`src/hw/adder_pkg.sv`:
```
package adder_pkg;

  // default operand width of the unit.
  localparam int DATA_WIDTH = 32;

  // operation codes.
  // bit 0 selects the inverted b operand, bit 1 selects the stored carry as carry-in.
  typedef enum logic [1:0] {
    OP_ADD = 2'b00,
    OP_SUB = 2'b01,
    OP_ADC = 2'b10,
    OP_SBC = 2'b11
  } op_e;

endpackage

```
`src/hw/operand_if.sv`:
```
`timescale 1ns/10ps

interface operand_if #(
  parameter int WIDTH = adder_pkg::DATA_WIDTH
);

  // one-cycle strobe for a registered operation.
  logic             valid;
  logic [WIDTH-1:0] a;
  // b as it enters the adder, already inverted for subtraction.
  logic [WIDTH-1:0] b_eff;
  logic             cin;

  modport source (
    output valid,
    output a,
    output b_eff,
    output cin
  );

  modport sink (
    input valid,
    input a,
    input b_eff,
    input cin
  );

endinterface

```
`src/hw/operand_stage.sv`:
```
`timescale 1ns/10ps

module operand_stage #(
  parameter int WIDTH = adder_pkg::DATA_WIDTH
) (
  input  logic             clk,
  input  logic             rst_n,
  input  logic             in_valid,
  input  adder_pkg::op_e   op,
  input  logic [WIDTH-1:0] a,
  input  logic [WIDTH-1:0] b,
  input  logic             carry_flag,
  operand_if.source        opnd
);

  logic             valid_q;
  adder_pkg::op_e   op_q;
  logic [WIDTH-1:0] a_q;
  logic [WIDTH-1:0] b_q;
  logic             invert_b;

  assign invert_b = (op == adder_pkg::OP_SUB) || (op == adder_pkg::OP_SBC);

  always_ff @(posedge clk or negedge rst_n) begin
    if (!rst_n) begin
      valid_q <= 1'b0;
      op_q    <= adder_pkg::OP_ADD;
    end else begin
      valid_q <= in_valid;
      if (in_valid) begin
        op_q <= op;
      end
    end
  end

  // operands only move when a new operation is accepted.
  always_ff @(posedge clk) begin
    if (in_valid) begin
      a_q <= a;
      b_q <= invert_b ? ~b : b;
    end
  end

  // carry-in comes from the registered op, so a chained op sees
  // the carry written by its predecessor on the same edge.
  always_comb begin
    case (op_q)
      adder_pkg::OP_ADD: opnd.cin = 1'b0;
      adder_pkg::OP_SUB: opnd.cin = 1'b1;
      adder_pkg::OP_ADC: opnd.cin = carry_flag;
      adder_pkg::OP_SBC: opnd.cin = carry_flag;
      default:           opnd.cin = 1'b0;
    endcase
  end

  assign opnd.valid = valid_q;
  assign opnd.a     = a_q;
  assign opnd.b_eff = b_q;

  // an accepted operation must carry a known code.
  a_op_known: assert property (
    @(posedge clk) disable iff (!rst_n)
    in_valid |-> !$isunknown(op)
  );

endmodule

```
`src/hw/prefix_adder.sv`:
```
`timescale 1ns/10ps

module prefix_adder #(
  parameter int WIDTH = adder_pkg::DATA_WIDTH
) (
  input  logic [WIDTH-1:0] a,
  input  logic [WIDTH-1:0] b,
  input  logic             cin,
  output logic [WIDTH-1:0] sum,
  output logic             cout,
  output logic             c_top
);

  localparam int LEVELS = $clog2(WIDTH);

  // group generate and propagate per level.
  // level 0 holds the single-bit terms, level LEVELS holds [i:0] for every bit.
  logic [WIDTH-1:0] g_lvl [0:LEVELS];
  logic [WIDTH-1:0] p_lvl [0:LEVELS];

  // bitwise propagate, kept apart for the sum.
  logic [WIDTH-1:0] p_bit;
  // carry out of each bit position, cin included.
  logic [WIDTH-1:0] carry;

  // grey cell, carry only.
  function automatic logic grey_g(
    input logic g_hi,
    input logic p_hi,
    input logic g_lo
  );
    return g_hi | (p_hi & g_lo);
  endfunction

  // black cell, group generate and propagate.
  function automatic logic [1:0] black_gp(
    input logic g_hi,
    input logic p_hi,
    input logic g_lo,
    input logic p_lo
  );
    return {grey_g(g_hi, p_hi, g_lo), p_hi & p_lo};
  endfunction

  if (WIDTH < 4 || (WIDTH & (WIDTH - 1)) != 0) begin : g_width_check
    $error("prefix_adder needs WIDTH to be a power of two of at least 4");
  end

  assign p_bit = a ^ b;

  // cin is folded into bit 0 so the tree yields the final carries directly.
  assign g_lvl[0][0] = (a[0] & b[0]) | (p_bit[0] & cin);
  assign p_lvl[0][0] = p_bit[0];

  for (genvar i = 1; i < WIDTH; i++) begin : g_bit_gp
    assign g_lvl[0][i] = a[i] & b[i];
    assign p_lvl[0][i] = p_bit[i];
  end

  // sklansky-style tree.
  // at level l every bit with bit l set joins the top of the lower half
  // of its 2^(l+1) block; the other half passes through unchanged.
  for (genvar l = 0; l < LEVELS; l++) begin : g_level
    for (genvar i = 0; i < WIDTH; i++) begin : g_node
      localparam int BASE = (i >> (l + 1)) << (l + 1);
      localparam int LO   = BASE + (1 << l) - 1;

      if (((i >> l) & 1) == 0) begin : g_pass
        assign g_lvl[l+1][i] = g_lvl[l][i];
        assign p_lvl[l+1][i] = p_lvl[l][i];
      end else if (BASE == 0) begin : g_grey
        // group reaches bit 0, so only the carry matters from here.
        assign g_lvl[l+1][i] = grey_g(g_lvl[l][i], p_lvl[l][i], g_lvl[l][LO]);
        assign p_lvl[l+1][i] = p_lvl[l][i];
      end else begin : g_black
        assign {g_lvl[l+1][i], p_lvl[l+1][i]} =
          black_gp(g_lvl[l][i], p_lvl[l][i], g_lvl[l][LO], p_lvl[l][LO]);
      end
    end
  end

  assign carry = g_lvl[LEVELS];

  // each sum bit takes the carry from the bit below.
  assign sum[0] = p_bit[0] ^ cin;

  for (genvar i = 1; i < WIDTH; i++) begin : g_sum
    assign sum[i] = p_bit[i] ^ carry[i-1];
  end

  assign cout  = carry[WIDTH-1];
  // carry into the sign bit, for signed overflow.
  assign c_top = carry[WIDTH-2];

endmodule

```
`src/hw/result_stage.sv`:
```
`timescale 1ns/10ps

module result_stage #(
  parameter int WIDTH = adder_pkg::DATA_WIDTH
) (
  input  logic             clk,
  input  logic             rst_n,
  operand_if.sink          opnd,
  input  logic [WIDTH-1:0] sum_next,
  input  logic             cout,
  input  logic             c_top,
  output logic             out_valid,
  output logic [WIDTH-1:0] sum,
  output logic             carry,
  output logic             overflow,
  output logic             zero,
  output logic             negative,
  output logic             carry_flag
);

  always_ff @(posedge clk or negedge rst_n) begin
    if (!rst_n) begin
      out_valid <= 1'b0;
    end else begin
      out_valid <= opnd.valid;
    end
  end

  // result and flags hold until the next valid operation.
  always_ff @(posedge clk or negedge rst_n) begin
    if (!rst_n) begin
      sum      <= '0;
      carry    <= 1'b0;
      overflow <= 1'b0;
      zero     <= 1'b0;
      negative <= 1'b0;
    end else if (opnd.valid) begin
      sum      <= sum_next;
      carry    <= cout;
      // signed overflow when the carries into and out of the sign bit differ.
      overflow <= cout ^ c_top;
      zero     <= (sum_next == '0);
      negative <= sum_next[WIDTH-1];
    end
  end

  // stored carry for adc and sbc.
  assign carry_flag = carry;

  // a written operation must come out of the adder fully known.
  a_result_known: assert property (
    @(posedge clk) disable iff (!rst_n)
    opnd.valid |-> !$isunknown({sum_next, cout, c_top})
  );

endmodule

```
`src/hw/adder_unit.sv`:
```
`timescale 1ns/10ps

module adder_unit #(
  parameter int WIDTH = adder_pkg::DATA_WIDTH
) (
  input  logic             clk,
  input  logic             rst_n,
  input  logic             in_valid,
  input  adder_pkg::op_e   op,
  input  logic [WIDTH-1:0] a,
  input  logic [WIDTH-1:0] b,
  output logic             out_valid,
  output logic [WIDTH-1:0] sum,
  output logic             carry,
  output logic             overflow,
  output logic             zero,
  output logic             negative
);

  operand_if #(.WIDTH(WIDTH)) opnd ();

  logic [WIDTH-1:0] sum_next;
  logic             cout;
  logic             c_top;
  logic             carry_flag;

  operand_stage #(
    .WIDTH(WIDTH)
  ) u_operand_stage (
    .clk        (clk),
    .rst_n      (rst_n),
    .in_valid   (in_valid),
    .op         (op),
    .a          (a),
    .b          (b),
    .carry_flag (carry_flag),
    .opnd       (opnd.source)
  );

  prefix_adder #(
    .WIDTH(WIDTH)
  ) u_prefix_adder (
    .a     (opnd.a),
    .b     (opnd.b_eff),
    .cin   (opnd.cin),
    .sum   (sum_next),
    .cout  (cout),
    .c_top (c_top)
  );

  result_stage #(
    .WIDTH(WIDTH)
  ) u_result_stage (
    .clk        (clk),
    .rst_n      (rst_n),
    .opnd       (opnd.sink),
    .sum_next   (sum_next),
    .cout       (cout),
    .c_top      (c_top),
    .out_valid  (out_valid),
    .sum        (sum),
    .carry      (carry),
    .overflow   (overflow),
    .zero       (zero),
    .negative   (negative),
    .carry_flag (carry_flag)
  );

endmodule

```
`config.mk`:
```
export PLATFORM = sky130hd
export DESIGN_NAME = adder_unit
export DESIGN_NICKNAME = d
export VERILOG_FILES = /design/src/hw/adder_pkg.sv /design/src/hw/operand_if.sv /design/src/hw/operand_stage.sv /design/src/hw/prefix_adder.sv /design/src/hw/result_stage.sv /design/src/hw/adder_unit.sv
export SDC_FILE = /design/constraint.sdc
export NUM_CORES = 1
export LEC_CHECK = 0
export ABC_AREA = 1
export BUFFER_PORTS_ARGS = -buffer_cell sky130_fd_sc_hd__buf_2
export CORE_MARGIN = 1
export CORE_UTILIZATION = 40
export DETAILED_ROUTE_END_ITERATION = 8
export SLEW_MARGIN = 20
export SYNTH_ARGS = -nofsm -noshare
export SYNTH_HDL_FRONTEND = slang
export SYNTH_SLANG_ARGS = --single-unit
```
`constraint.sdc`:
```
create_clock -name clk -period 4 [get_ports clk]
set_input_delay 0.4 -clock clk [delete_from_list [all_inputs] [get_ports clk]]
set_output_delay 0.4 -clock clk [all_outputs]
set_load 0.01 [all_outputs]
```
== Word-level counts from Yosys, hierarchy flattened ==
Index checks and enable logic that the tools add are counted.

* Bits of input ports: 69
* Logic and storage cells: 299
* Bits in registers: 104
* Output and inout port bits: 37

* Bitwise operators: 278
* Equality and inequality tests: 5
* Reduce and logical (&&, ||, !) cells: 4
* Multiplexer cells: 2

{| class="wikitable"
|+ Operators with widths
! kind !! count
|-
| $and 1x1->1 || 162
|-
| $or 1x1->1 || 81
|-
| $xor 1x1->1 || 33
|-
| $logic_not 32->1 || 1
|-
| $mux 32 || 1
|-
| $not 32->32 || 1
|-
| $xor 32x32->32 || 1
|-
| $eq 2x2->1 const B || 3
|-
| $eq 2x1->1 const B || 2
|-
| $pmux 1 s3 || 1
|-
| $logic_not 2->1 || 1
|-
| $reduce_or 2->1 || 1
|-
| $logic_or 1x1->1 || 1
|}

== Logic depth before layout (Yosys ltp) ==
Gate-level depths: netlist (run 1).

* Depth after elaboration: 17
* Mapped depth: 21
* Depth with buffers taken out: 20

== Hierarchy ==
Synthesis (run 1) repeated with hierarchy kept, for this count alone.

* Cells, all modules: 696
* Area total of the unflattened synthesis: 5,851.9 um2

{| class="wikitable"
|+ By module, submodules not included
! module !! sequential area each (um2) !! area each (um2) !! instances !! cells each
|-
| operand_stage || 1,996.9 || 2,645.0 || 1 || 214
|-
| prefix_adder || 0.0 || 1,717.9 || 1 || 307
|-
| result_stage || 900.9 || 1,488.9 || 1 || 175
|}

== Worst setup path after synthesis (run 1) ==
Ideal clock, no wire load.

* Path type: register to register
* Start point: reg u_result_stage.carry
* End point: reg u_result_stage.zero
* Setup time: 0.065 ns
* Required time: 3.935 ns
* Period minus slack after synthesis: 3.137 ns
* Stages on the path, launching flop included: 22
* Buffers on the path: 1
* Slack: 0.863 ns
* Arrival time: 3.071 ns
* Cell sequence: dfrtp_1 nand2_1 o21ai_0 fa_1 fa_1 nand2_1 nand2_1 nand3_2 nand2_4 nand2_4 nand2_4 buf_12 fa_1 nor3_1 nand4_1 nor2_1 nand3_1 nor2_1 nand3_1 nor2_1 nand3_1 nand2_1

* Elaborated cells between the ends (all ways): 96
* Those cells by class: 1 x mux; 94 x bitwise; 1 x reduce/logical

{| class="wikitable"
|+ RTL lines
! element !! RTL line !! text
|-
| start, declared || result_stage.sv:14 || <nowiki>output logic carry,</nowiki>
|-
| start signal, assigned || result_stage.sv:39 || <nowiki>carry <= cout;</nowiki>
|-
| $pmux 1 s3 || operand_stage.sv:47 || <nowiki>case (op_q)</nowiki>
|-
| $and 1x1->1 || prefix_adder.sv:52 || <nowiki>assign g_lvl[0][0] = (a[0] & b[0]) | (p_bit[0] & cin);</nowiki>
|-
| $or 1x1->1 || prefix_adder.sv:52 ||
|-
| $and 1x1->1 || prefix_adder.sv:32 || <nowiki>return g_hi | (p_hi & g_lo);</nowiki>
|-
| $or 1x1->1 || prefix_adder.sv:32 ||
|-
| $and 1x1->1 || prefix_adder.sv:32 ||
|-
| $or 1x1->1 || prefix_adder.sv:32 ||
|-
| $and 1x1->1 || prefix_adder.sv:32 ||
|-
| $or 1x1->1 || prefix_adder.sv:32 ||
|-
| $and 1x1->1 || prefix_adder.sv:32 ||
|-
| $or 1x1->1 || prefix_adder.sv:32 ||
|-
| $xor 1x1->1 || prefix_adder.sv:88 || <nowiki>assign sum[i] = p_bit[i] ^ carry[i-1];</nowiki>
|-
| net sum_next[16] || adder_unit.sv:22 || <nowiki>logic [WIDTH-1:0] sum_next;</nowiki>
|-
| $logic_not 32->1 || result_stage.sv:42 || <nowiki>zero <= (sum_next == '0);</nowiki>
|-
| end signal, assigned || result_stage.sv:42 ||
|-
| end, declared || result_stage.sv:16 || <nowiki>output logic zero,</nowiki>
|}

The timed path passes the listed nets, and every way through them passes these cells.
A chain may end at the register's enable or synchronous reset.

== Worst setup path in the final report (run 1) ==
* Start point: reg u_operand_stage.op_q[1]
* End point: reg u_result_stage.zero

* Elaborated cells between the ends (all ways): 101
* Those cells by class: 3 x eq/ne; 1 x mux; 94 x bitwise; 3 x reduce/logical

{| class="wikitable"
|+ RTL lines
! element !! RTL line !! text
|-
| start, declared || operand_stage.sv:17 || <nowiki>adder_pkg::op_e op_q;</nowiki>
|-
| start signal, assigned || operand_stage.sv:27 || <nowiki>op_q <= adder_pkg::OP_ADD;</nowiki>
|-
| start signal, assigned || operand_stage.sv:31 || <nowiki>op_q <= op;</nowiki>
|-
| $eq 2x2->1 || operand_stage.sv:47 ||
|-
| $reduce_or 2->1 (no line) || - ||
|-
| $pmux 1 s3 (*) || operand_stage.sv:47 ||
|-
| $and 1x1->1 (*) || prefix_adder.sv:52 ||
|-
| $or 1x1->1 (*) || prefix_adder.sv:52 ||
|-
| $and 1x1->1 (*) || prefix_adder.sv:32 ||
|-
| $or 1x1->1 (*) || prefix_adder.sv:32 ||
|-
| $and 1x1->1 (*) || prefix_adder.sv:32 ||
|-
| $or 1x1->1 (*) || prefix_adder.sv:32 ||
|-
| $and 1x1->1 (*) || prefix_adder.sv:32 ||
|-
| $or 1x1->1 (*) || prefix_adder.sv:32 ||
|-
| $and 1x1->1 (*) || prefix_adder.sv:32 ||
|-
| $or 1x1->1 (*) || prefix_adder.sv:32 ||
|-
| $xor 1x1->1 (*) || prefix_adder.sv:88 ||
|-
| net sum_next[16] || adder_unit.sv:22 ||
|-
| $logic_not 32->1 (*) || result_stage.sv:42 ||
|}

Mark *: on every way through the listed nets, which the timed path passes. The rest lies on a longest branch.

==> results of run 1 <==
## cells in the mapped netlist, drive strengths merged, types with 2 or more instances
cell / number / area (um2)
nor3: 6 / 40.0
o21ai: 23 / 115
nand2: 173 / 692
ha: 30 / 375
nand3b: 10 / 75.1
xnor2: 3 / 26.3
dfrtp: 39 / 976
edfxtp: 64 / 1920
nand4: 2 / 12.5
fa: 6 / 120
nand3: 25 / 135
xor2: 35 / 307
buf: 4 / 37.5
nor2: 35 / 134
a21oi: 23 / 123
a21o: 2 / 15.0
inv: 55 / 206
a31oi: 9 / 56.3
clkbuf: 9 / 33.8
## critical path, stage by stage (launching register included)
cell and delay, ns:
dfrtp_1 0.39, nand2_1 0.06, o21ai_0 0.11, fa_1 0.42, fa_1 0.40, nand2_1 0.07, nand2_1 0.07, nand3_2 0.10
nand2_4 0.09, nand2_4 0.08, nand2_4 0.13, fa_1 0.49, nor3_1 0.14, nand4_1 0.09, nor2_1 0.11, nand3_1 0.09
nor2_1 0.11, nand3_1 0.08, nor2_1 0.09, nand3_1 0.08, nand2_1 0.07
## logic make-up (layout without fill, tap and decap cells)
family	count (synthesis)	in the layout	share of synthesized area (%)
AND/OR/NAND/NOR	252	252	20.1
flip-flops	103	103	53.3
buffers and inverters	68	179	5.10
AO/OA/AOI/OAI	60	60	6.09
XOR/XNOR	38	38	6.12
adder cells (fa/ha/maj)	36	36	9.11
multiplexers	1	1	0.207
## cell usage in the layout, fill, tap and decap left out, drive strengths merged, types with 6 or more instances in the layout
| master | Yosys | routed |
|---|---|---|
| o21ai | 23 | 23 |
| buf | 4 | 108 |
| nand2 | 173 | 173 |
| nor3 | 6 | 6 |
| a21oi | 23 | 23 |
| edfxtp | 64 | 64 |
| clkbuf | 9 | 11 |
| a31oi | 9 | 9 |
| fa | 6 | 6 |
| nand3 | 25 | 25 |
| xor2 | 35 | 35 |
| dfrtp | 39 | 39 |
| ha | 30 | 30 |
| inv | 55 | 58 |
| nand3b | 10 | 10 |
| nor2 | 35 | 35 |
## power by group through the flow
stage	logic, mW	clock network [mW]	registers (mW)
global route	0.938	0.943	1.41
CTS	0.835	0.915	1.39
global placement	0.812	0	1.41
floorplan	0.507	0	1.43
detailed placement	0.832	0	1.41
finish	0.823	0.896	1.39
## how the worst max path moves through the flow
| stage | start | end | slack, ns | cells after the start |
|---|---|---|---|---|
| 6_report | u_operand_stage.op_q[1]$_DFFE_PN0P_ | u_result_stage.zero$_DFFE_PN0P_ | 0.66 | 20 |
| 5_1_grt | u_operand_stage.op_q[1]$_DFFE_PN0P_ | u_result_stage.zero$_DFFE_PN0P_ | 0.32 | 20 |
| 4_1_cts | u_operand_stage.op_q[1]$_DFFE_PN0P_ | u_result_stage.zero$_DFFE_PN0P_ | 0.64 | 20 |
| 3_5_place_dp | u_operand_stage.op_q[1]$_DFFE_PN0P_ | u_result_stage.zero$_DFFE_PN0P_ | 0.67 | 20 |
| 3_3_place_gp | u_operand_stage.op_q[1]$_DFFE_PN0P_ | u_result_stage.zero$_DFFE_PN0P_ | 0.76 | 20 |
| 2_1_floorplan | u_result_stage.carry$_DFFE_PN0P_ | u_result_stage.zero$_DFFE_PN0P_ | 0.86 | 21 |
## stage by stage
stage | total power [mW] | util, % | hold WS, ns | setup slack, ns
after floorplan | 1.94 | - | 0.104 | 0.863
after global placement | 2.22 | 46.4 | 0.471 | 0.758
after detailed placement | 2.24 | 46.4 | 0.469 | 0.669
after CTS | 3.14 | 48.6 | 0.199 | 0.637
after global routing | 3.29 | 48.6 | 0.192 | 0.317
final | 3.11 | 48.6 | 0.180 | 0.665
## metal layers
layer | GRT usage [%] | up-vias
li1 | - | 2041
met1 | 21.9 | 1889
met2 | 29.4 | 79
met3 | 5.21 | 13
met4 | 4.43 | 0
met5 | 0 | -
## sequential cells by signal (all words and copies together) (netlist names)
name,flops
u_result_stage.carry,1
u_operand_stage.opnd.a,32
u_operand_stage.opnd.valid,1
u_result_stage.out_valid,1
u_result_stage.negative,1
u_result_stage.zero,1
u_operand_stage.opnd.b_eff,32
u_result_stage.overflow,1
u_operand_stage.op_q,2
u_result_stage.sum,31
## area by class of cell
cell class / count / share of cell area [%]
clock buffers: 11 / 3.95
repair buffers: 108 / 8.51
inverters: 55 / 3.21
clock inverters: 5 / 0.700
multi-input cells: 387 / 35.2
well taps: 176 / 3.42
flip-flops and latches: 103 / 45.0
==> key figures, run 1 <==
Layout
  • # diodes: 0
  • Share of cells above drive strength 1: 21.4%
  • FF+latch area: 2900 um2
  • Post-route cell area: 6440 um2
  • Layout fillers: 1274
  • Area Growth Syn to Fin: 18.3%
  • Multi-input logic area: 2270 um2
  • Layout Nets: 769
  • Final cell count without fillers: 845

Clock network
  • H-tree depth: 3
  • Clk buf depth: 2
  • Inserted Clock Buffers: 9
  • Clk root buf: clkbuf_16
  • Post-cts sizing count: 0
  • CTS tree: done
  • Clk_lat worst skew: 0.36 ns
  • CTS sink count: 103
  • Clock-pin slew on the worst setup and hold paths: 0.08 ns
  • Post-CTS Setup Inserts: 0
  • Cts hold-fix bufs: 0

Global route
  • Vias in the first global route: 3960
  • Grt total ovfl: 0
  • First-pass GRT wire length: 19.1 mm
  • Initial antenna violation count: 0
  • Maximum number of pins on one net before global-route repair: 48
  • GRT Resource Usage Total: 17.5%

STA
  • Final Hold Fails: 0
  • TNS Setup: 0 ns
  • Period minus WS final: 3.34 ns
  • Final setup vio count: 0
  • Worst Tran Pin Value: 0.988 ns
  • Max_slew headroom: 34.1%
  • Slew Limit Fails: 0
  • Final Skew: 0.0114 ns
  • Maximum achievable frequency: 300 MHz
  • Final period utilization: 83.4%
  • RSZ-0062 raised after global routing: false

Detailed routing
  • Wl on met1: 5.33 mm
  • Met3 WL post-DR: 533 um
  • DR WL met2: 5.62 mm
  • Overall via count from detail_route: 4022
  • Aggregate routed wire length: 11.6 mm
  • DRT antenna net count: 0
  • # DRC: 0
  • Initial DRC count: 279
  • Vias/cell: 4.76
  • DR WL/cell: 13.8 um
  • Top sig layer: met4
  • Drt pass-1 iters: 4

Worst hold path
  • Worst min path class: in2async

Logic synthesis
  • Post-synthesis net count: 663
  • #FFs+latches synth: 103
  • Most common flop cell mapped by yosys: edfxtp_1
  • Yosys cell types: 34
  • Synth async-reset ratio: 37.9%
  • Number of synthesized flops with an enable pin: 64
  • Share of the yosys chip area belonging to registers: 53.3%
  • Syn Area/Cell: 9.75 um2
  • Post-synthesis instance total: 558
  • Synth warn: 0
  • Mapped Area: 5440 um2

Placed design
  • Gpl congestion: 0.804
  • Placed cells: 829
  • DP Wirelength: 8.72 mm
  • Post-DP Area: 6140 um2
  • I/O Buffers: 105

Floorplanning
  • Die W: 119 um
  • Die area: 14100 um2
  • Core area: 13200 um2
  • Starting density of the core: 41.1%
  • Top Ports: 106
  • Row count: 42
  • Die Span Y: 119 um

Power and ir drop
  • Clock share of power: 28.8%
  • Leakage: 3.11 nW
  • VDD IR-drop max: 269 uV
  • Cell Pwr Density: 483 nW/um2
  • Comb power frac: 26.5%
  • Psw: 1.02 mW
  • Seq pwr share: 44.7%
  • Internal: 2.09 mW
  • Switching Fraction: 32.9%

Setup path
  • Reg2reg setup slack: 0.66 ns
  • CP required: 4.30 ns
  • Worst Reg-to-Reg Cells: 20
  • Worst R2R Start: u_operand_stage.op_q[1]$_DFFE_PN0P_
  • CP endpoint kind: flop
  • Crit path launch type: flop
  • Worst r2r dst: u_result_stage.zero$_DFFE_PN0P_
  • Maximum fanout along the worst path: 15
  • Critical path class: reg2reg
  • Critical path arrival: 3.63 ns

Flow run
  • Max_cap viols: 0

Outcome
  • Status: completed
Note: power is estimated with default switching activity, not from simulation.
==> run 2, diff against run 1 <==
- clock period: 4 -> 2.86 ns (I/O delays scaled with it)
==> run 2 against run 1 <==
Net effect: the flow now finishes with violations (setup timing); critical path depth is the same; clock power grew 48%; maximum frequency grew 11%; sequential share of layout area shrank 0.64 points; routed wire length grew 0.21%; power grew 44%.
==> key figures, run 2 (synthesis results as in run 1) <==
Outcome
  • Status: complete, but fails checks
  • Failing checks: setup timing

STA
  • RSZ-0062 raised after global routing: true
  • Maximum achievable frequency: 332 MHz (+11%)
  • Slew Limit Fails: 0 (unchanged)
  • Worst Tran Pin Value: 0.966 ns (-0.0220 ns)
  • Period minus WS final: 3.01 ns (-0.322 ns)
  • Final period utilization: 105% (+22 points)
  • Max_slew headroom: 35.6% (+1.5 points)
  • Final setup margin: -0.154 ns (-0.818 ns)
  • Final setup vio count: 1 (+1)
  • Final Hold Fails: 0 (unchanged)
  • Final Skew: 0.0145 ns (+0.00318 ns)

Floorplanning
  • Top Ports: 106 (unchanged)
  • Starting density of the core: 41.1% (unchanged)
  • Die Span Y: 119 um (unchanged)
  • Core area: 13200 um2 (unchanged)
  • Row count: 42 (unchanged)
  • Die area: 14100 um2 (unchanged)
  • Die W: 119 um (unchanged)

Layout
  • Most frequent cells in the layout: 160 x nand2_1, 105 x buf_2, 64 x edfxtp_1
  • Layout Nets: 773 (+0.52%)
  • Layout fillers: 1273 (-0.078%)
  • Post-route cell area: 6530 um2 (+1.4%)
  • Area Growth Syn to Fin: 20.0%
  • Most common cell after layout, fill and taps aside: nand2_1
  • Final core occ: 49.3% (+0.70 points)
  • Share of cells above drive strength 1: 22.9% (+1.5 points)
  • # diodes: 0 (unchanged)

Placed design
  • Post-DP Area: 6190 um2 (+0.77%)
  • I/O Buffers: 105 (unchanged)
  • Gpl congestion: 0.833 (+3.6%)
  • DP Wirelength: 8.77 mm (+0.59%)

Detailed routing
  • DRT antenna net count: 0 (unchanged)
  • Vias/cell: 4.79 (+0.64%)
  • Drt pass-1 iters: 5 (+1)
  • Overall via count from detail_route: 4067 (+1.1%)
  • DR WL/cell: 13.7 um (-0.26%)
  • # DRC: 0 (unchanged)
  • Initial DRC count: 170 (-39%)
  • Aggregate routed wire length: 11.7 mm (+0.21%)

Clock network
  • H-tree depth: 3 (unchanged)
  • CTS tree: done
  • Clk root buf: clkbuf_16
  • Inserted Clock Buffers: 9 (unchanged)
  • Clock-pin slew on the worst setup and hold paths: 0.08 ns (about the same)
  • CTS sink count: 103 (unchanged)
  • Cts hold-fix bufs: 0 (unchanged)
  • Clk_lat worst skew: 0.36 ns (about the same)
  • Clk buf depth: 2 (unchanged)

Setup path
  • Critical path arrival: 3.32 ns (-0.31 ns)
  • Crit path launch type: flop
  • CP required: 3.17 ns (-1.13 ns)
  • CP endpoint kind: flop
  • Critical path class: reg2reg
  • Maximum fanout along the worst path: 3 (-12)

Global route
  • First-pass GRT wire length: 19.8 mm (+3.9%)
  • Grt total ovfl: 0 (unchanged)
  • Initial antenna violation count: 0 (unchanged)
  • Vias in the first global route: 4111 (+3.8%)
  • Maximum number of pins on one net before global-route repair: 48 (unchanged)
  • GRT Resource Usage Total: 18.1% (+0.65 points)

Power and ir drop
  • VDD IR-drop max: 328 uV (+22%)
  • Leakage: 3.16 nW (+1.6%)
  • Cell Pwr Density: 684 nW/um2 (+42%)

Worst hold path
  • Worst min path class: in2async

Flow run
  • Max_cap viols: 0 (unchanged)
[run 2: cell count changes in the layout (fill, tap and decap cells not counted), sizes merged]
cell / before / now
clkinvlp: 1 / 0
inv: 58 / 59
buf: 108 / 112
clkbuf: 11 / 12
clkinv: 1 / 0
[run 2: final timing paths]
check / slack, ns / end / cells past startpoint / start
setup / recovery: -0.15 / u_result_stage.zero$_DFFE_PN0P_ / 20 / u_operand_stage.op_q[1]$_DFFE_PN0P_
max in group asynchronous: 2.20 / u_result_stage.sum[20]$_DFFE_PN0P_ / 1 / rst_n
hold / removal: 0.06 / u_result_stage.out_valid$_DFF_PN0_ / 1 / rst_n
setup reg to reg: -0.15 / u_result_stage.zero$_DFFE_PN0P_ / 20 / u_operand_stage.op_q[1]$_DFFE_PN0P_
hold reg to reg: 0.48 / u_result_stage.zero$_DFFE_PN0P_ / 2 / u_result_stage.zero$_DFFE_PN0P_
min in group clk: 0.09 / u_operand_stage.opnd.a[28]$_DFFE_PP_ / 1 / a[28]
[run 2: layout make-up]
cell class                 count  area (um2)  area share, %
multi-input combinational    387        2290           35.0
inverter                      55         206           3.16
clock inverter                 4        37.5          0.575
clock buffer                  12         289           4.43
sequential                   103        2900           44.4
tap                          176         220           3.37
timing repair buffer         112         591           9.04
[run 2: where the power goes]
| group | internal (mW) | total (mW) | switching (mW) |
|---|---|---|---|
| Clock | 0.737 | 1.33 | 0.592 |
| Combinational | 0.469 | 1.19 | 0.721 |
| Sequential | 1.82 | 1.95 | 0.133 |
| Total | 3.02 | 4.47 | 1.45 |
[run 2: timing repair]
| item | CTS | global route |
|---|---|---|
| setup endpoints to repair | 1 | 1 |
| buffers inserted | 0 | 0 |
| gates resized for setup | 3 | 2 |
| endpoints found under the hold margin | 0 | 0 |
[run 2: worst max-delay path: stages, from the launching register on]
cell     delay (ns)
dfrtp_1        0.39
nand2_1        0.07
o21ai_1        0.07
fa_2           0.34
fa_2           0.37
nand2_2        0.07
nand2_2        0.06
nand3_2        0.10
nand2_4        0.07
nand2_4        0.07
nand2_4        0.04
fa_1           0.47
nor3_2         0.12
nand4_1        0.09
nor2_1         0.11
nand3_1        0.08
nor2_1         0.12
nand3_1        0.08
nor2_1         0.10
nand3_1        0.08
nand2_1        0.06
[run 2: through the flow]
step	total power [mW]	TNS [ns]	std cells	setup WS, ns	hold slack [ns]
CTS	4.50	-0.198	849	-0.198	0.0802
floorplan	2.71	-0.200	558	-0.200	-0.00959
detailed placement	3.17	-0.231	833	-0.231	0.464
global placement	3.14	-0.121	833	-0.121	0.462
global route	4.74	-0.429	849	-0.429	0.0746
finish	4.47	-0.154	849	-0.154	0.0593
[run 2: routing by layer]
layer / GRT usage, % / share of wire [%] / wire [um]
met1: 23.1 / 45 / 5190
met2: 29.3 / 48 / 5540
met3: 5.36 / 5.5 / 641
met4: 6.41 / 2.4 / 282
met5: 0 / 0 / 0
==> run 3, diff against run 2 <==
- CORE_ASPECT_RATIO: default -> 1.1
- CTS_CLUSTER_DIAMETER: default -> 50
- clock period: 2.86 -> 3.1 ns (I/O delays scaled with it)
==> run 3 against run 2 <==
Net effect: the run now ends clean; worst setup slack improved by 0.31 ns; clock-buffer cell count rose by 1; sequential share of layout area rose by 0.25 points; register-to-register slack improved by 0.31 ns; clock power fell by 12%; maximum frequency rose by 2.4%; final area fell by 0.56%; largest power group unchanged; clock skew fell by 0.0053 ns.
==> key figures, run 3 (synthesis results as in run 1) <==
Floorplanning
  • Core area: 13200 um2 (-0.23%)
  • Die area: 14100 um2 (about the same)
  • Die Span Y: 124 um (+4.8%)
  • Row count: 44 (+4.8%)
  • Starting density of the core: 41.2% (+0.093 points)
  • Top Ports: 106 (unchanged)
  • Die W: 113 um (-4.6%)

Setup path
  • Maximum fanout along the worst path: 3 (unchanged)
  • Worst Reg-to-Reg Cells: 20 (unchanged)
  • Critical path arrival: 3.23 ns (-0.09 ns)
  • Worst r2r dst: u_result_stage.zero$_DFFE_PN0P_
  • Critical path class: reg2reg
  • Worst R2R Start: u_operand_stage.op_q[1]$_DFFE_PN0P_
  • Crit path launch type: flop
  • CP endpoint kind: flop
  • Reg2reg setup slack: 0.16 ns (+0.31 ns)
  • CP required: 3.39 ns (+0.22 ns)

Flow run
  • Max_cap viols: 0 (unchanged)

Power and ir drop
  • Cell Pwr Density: 626 nW/um2 (-8.5%)
  • Leakage: 3.15 nW (-0.53%)
  • PnR Total Power: 4.06 mW (-9.1%)
  • VDD IR-drop max: 283 uV (-14%)

Clock network
  • Inserted Clock Buffers: 9 (unchanged)
  • Clock-pin slew on the worst setup and hold paths: 0.07 ns (about the same)
  • CTS tree: done
  • Post-CTS Setup Inserts: 0 (unchanged)
  • CTS sink count: 103 (unchanged)
  • Clk_lat worst skew: 0.35 ns (about the same)
  • Clk buf depth: 2 (unchanged)
  • H-tree depth: 3 (unchanged)
  • Clk root buf: clkbuf_16

Detailed routing
  • DRT antenna net count: 0 (unchanged)
  • Drt pass-1 iters: 4 (-1)
  • # DRC: 0 (unchanged)
  • Overall via count from detail_route: 4058 (-0.22%)
  • Aggregate routed wire length: 11.7 mm (+0.45%)
  • Initial DRC count: 189 (+11%)
  • Vias/cell: 4.87 (+1.7%)
  • DR WL/cell: 14.1 um (+2.4%)

Global route
  • Maximum number of pins on one net before global-route repair: 48 (unchanged)
  • First-pass GRT wire length: 19.6 mm (-1.1%)
  • Grt total ovfl: 0 (unchanged)
  • GRT Resource Usage Total: 18.0% (-0.12 points)
  • Initial antenna violation count: 0 (unchanged)
  • Vias in the first global route: 4050 (-1.5%)

STA
  • Period minus WS final: 2.94 ns (-0.0713 ns)
  • Max_slew headroom: 31.4% (-4.2 points)
  • Final Hold Fails: 0 (unchanged)
  • Slew Limit Fails: 0 (unchanged)
  • TNS Setup: 0 ns (+0.154 ns)
  • Worst Tran Pin Value: 1.03 ns (+0.0625 ns)
  • Final period utilization: 94.9% (-10 points)
  • Maximum achievable frequency: 340 MHz (+2.4%)
  • Final Skew: 0.00928 ns (-0.00526 ns)
  • Hold Slack: 0.111 ns (+0.0518 ns)
  • RSZ-0062 raised after global routing: true
  • Final setup margin: 0.157 ns (+0.311 ns)
  • Final setup vio count: 0 (-1)

Layout
  • Share of cells above drive strength 1: 22.8% (-0.11 points)
  • Post-route cell area: 6490 um2 (-0.56%)
  • Most frequent cells in the layout: 160 x nand2_1, 105 x buf_2, 64 x edfxtp_1
  • Most common cell after layout, fill and taps aside: nand2_1
  • Final cell count without fillers: 833 (-1.9%)
  • # diodes: 0 (unchanged)
  • Area Growth Syn to Fin: 19.3%
  • Layout Nets: 772 (-0.13%)
  • Final core occ: 49.1% (-0.16 points)

Placed design
  • Gpl congestion: 0.867 (+4.1%)
  • Post-DP Area: 6160 um2 (-0.47%)
  • DP Wirelength: 8.64 mm (-1.4%)
  • Dpl ws: -0.0178 ns (+0.213 ns)
  • Placed cells: 817 (-1.9%)
  • I/O Buffers: 105 (unchanged)

Outcome
  • Status: completed

Worst hold path
  • Worst min path class: in2async
[run 3: cell types whose count changed in the layout (fill, tap and decap cells not counted)]
cell        before  now
fa_1             4    3
fa_2             2    3
inv_8            2    0
clkinv_2         0    1
clkinvlp_4       0    1
inv_4            1    0
buf_4            6    5
clkbuf_1         0    1
[run 3: what timing repair did]
action / CTS / global route
cloned: 0 / 0
pin swaps: 0 / 2
hold buffers: 0 / 0
hold endpoints to repair: 0 / 0
setup endpoints to repair: 1 / 1
resized for setup: 1 / 6
[run 3: area by class of cell]
type / count / area (um2)
multi-input cells: 387 / 2290
inverters: 55 / 206
repair buffers: 111 / 583
clock buffers: 13 / 293
flip-flops and latches: 103 / 2900
clock inverters: 3 / 21.3
well taps: 161 / 201
fillers: 1259 / 6720
[run 3: worst max-delay path: stages (launching register included)]
cell	delay, ns
dfrtp_1	0.39
nand2_1	0.07
o21ai_1	0.08
fa_2	0.35
fa_2	0.35
nand2_2	0.07
nand2_2	0.06
nand3_2	0.09
nand2_4	0.07
nand2_4	0.07
nand2_4	0.04
fa_2	0.35
xnor2_2	0.16
nand4_1	0.11
nor2_1	0.13
nand3_1	0.10
nor2_1	0.10
nand3_1	0.07
nor2_1	0.09
nand3_1	0.08
nand2_1	0.06
[run 3: worst max path at each step]
stage | startpoint | to | slack [ns]
finish | u_operand_stage.op_q[1]$_DFFE_PN0P_ | u_result_stage.zero$_DFFE_PN0P_ | 0.16
global placement | u_operand_stage.op_q[1]$_DFFE_PN0P_ | u_result_stage.zero$_DFFE_PN0P_ | 0.08
global route | u_operand_stage.op_q[1]$_DFFE_PN0P_ | u_result_stage.zero$_DFFE_PN0P_ | -0.11
CTS | u_operand_stage.op_q[1]$_DFFE_PN0P_ | u_result_stage.zero$_DFFE_PN0P_ | 0.01
floorplan | u_result_stage.carry$_DFFE_PN0P_ | u_result_stage.zero$_DFFE_PN0P_ | 0.002
detailed placement | u_operand_stage.op_q[1]$_DFFE_PN0P_ | u_result_stage.zero$_DFFE_PN0P_ | -0.02
[run 3: routing by layer]
| metal | part of all wire (%) | routed length [um] | track usage, % |
|---|---|---|---|
| met1 | 47 | 5450 | 24.0 |
| met2 | 46 | 5420 | 28.6 |
| met3 | 5.0 | 590 | 2.97 |
| met4 | 2.1 | 246 | 8.51 |
| met5 | 0 | 0 | 0 |
[run 3: where the power goes]
part / switching, mW / internal (mW)
Combinational: 0.669 / 0.431
Clock: 0.506 / 0.667
Sequential: 0.113 / 1.68
Total: 1.29 / 2.77
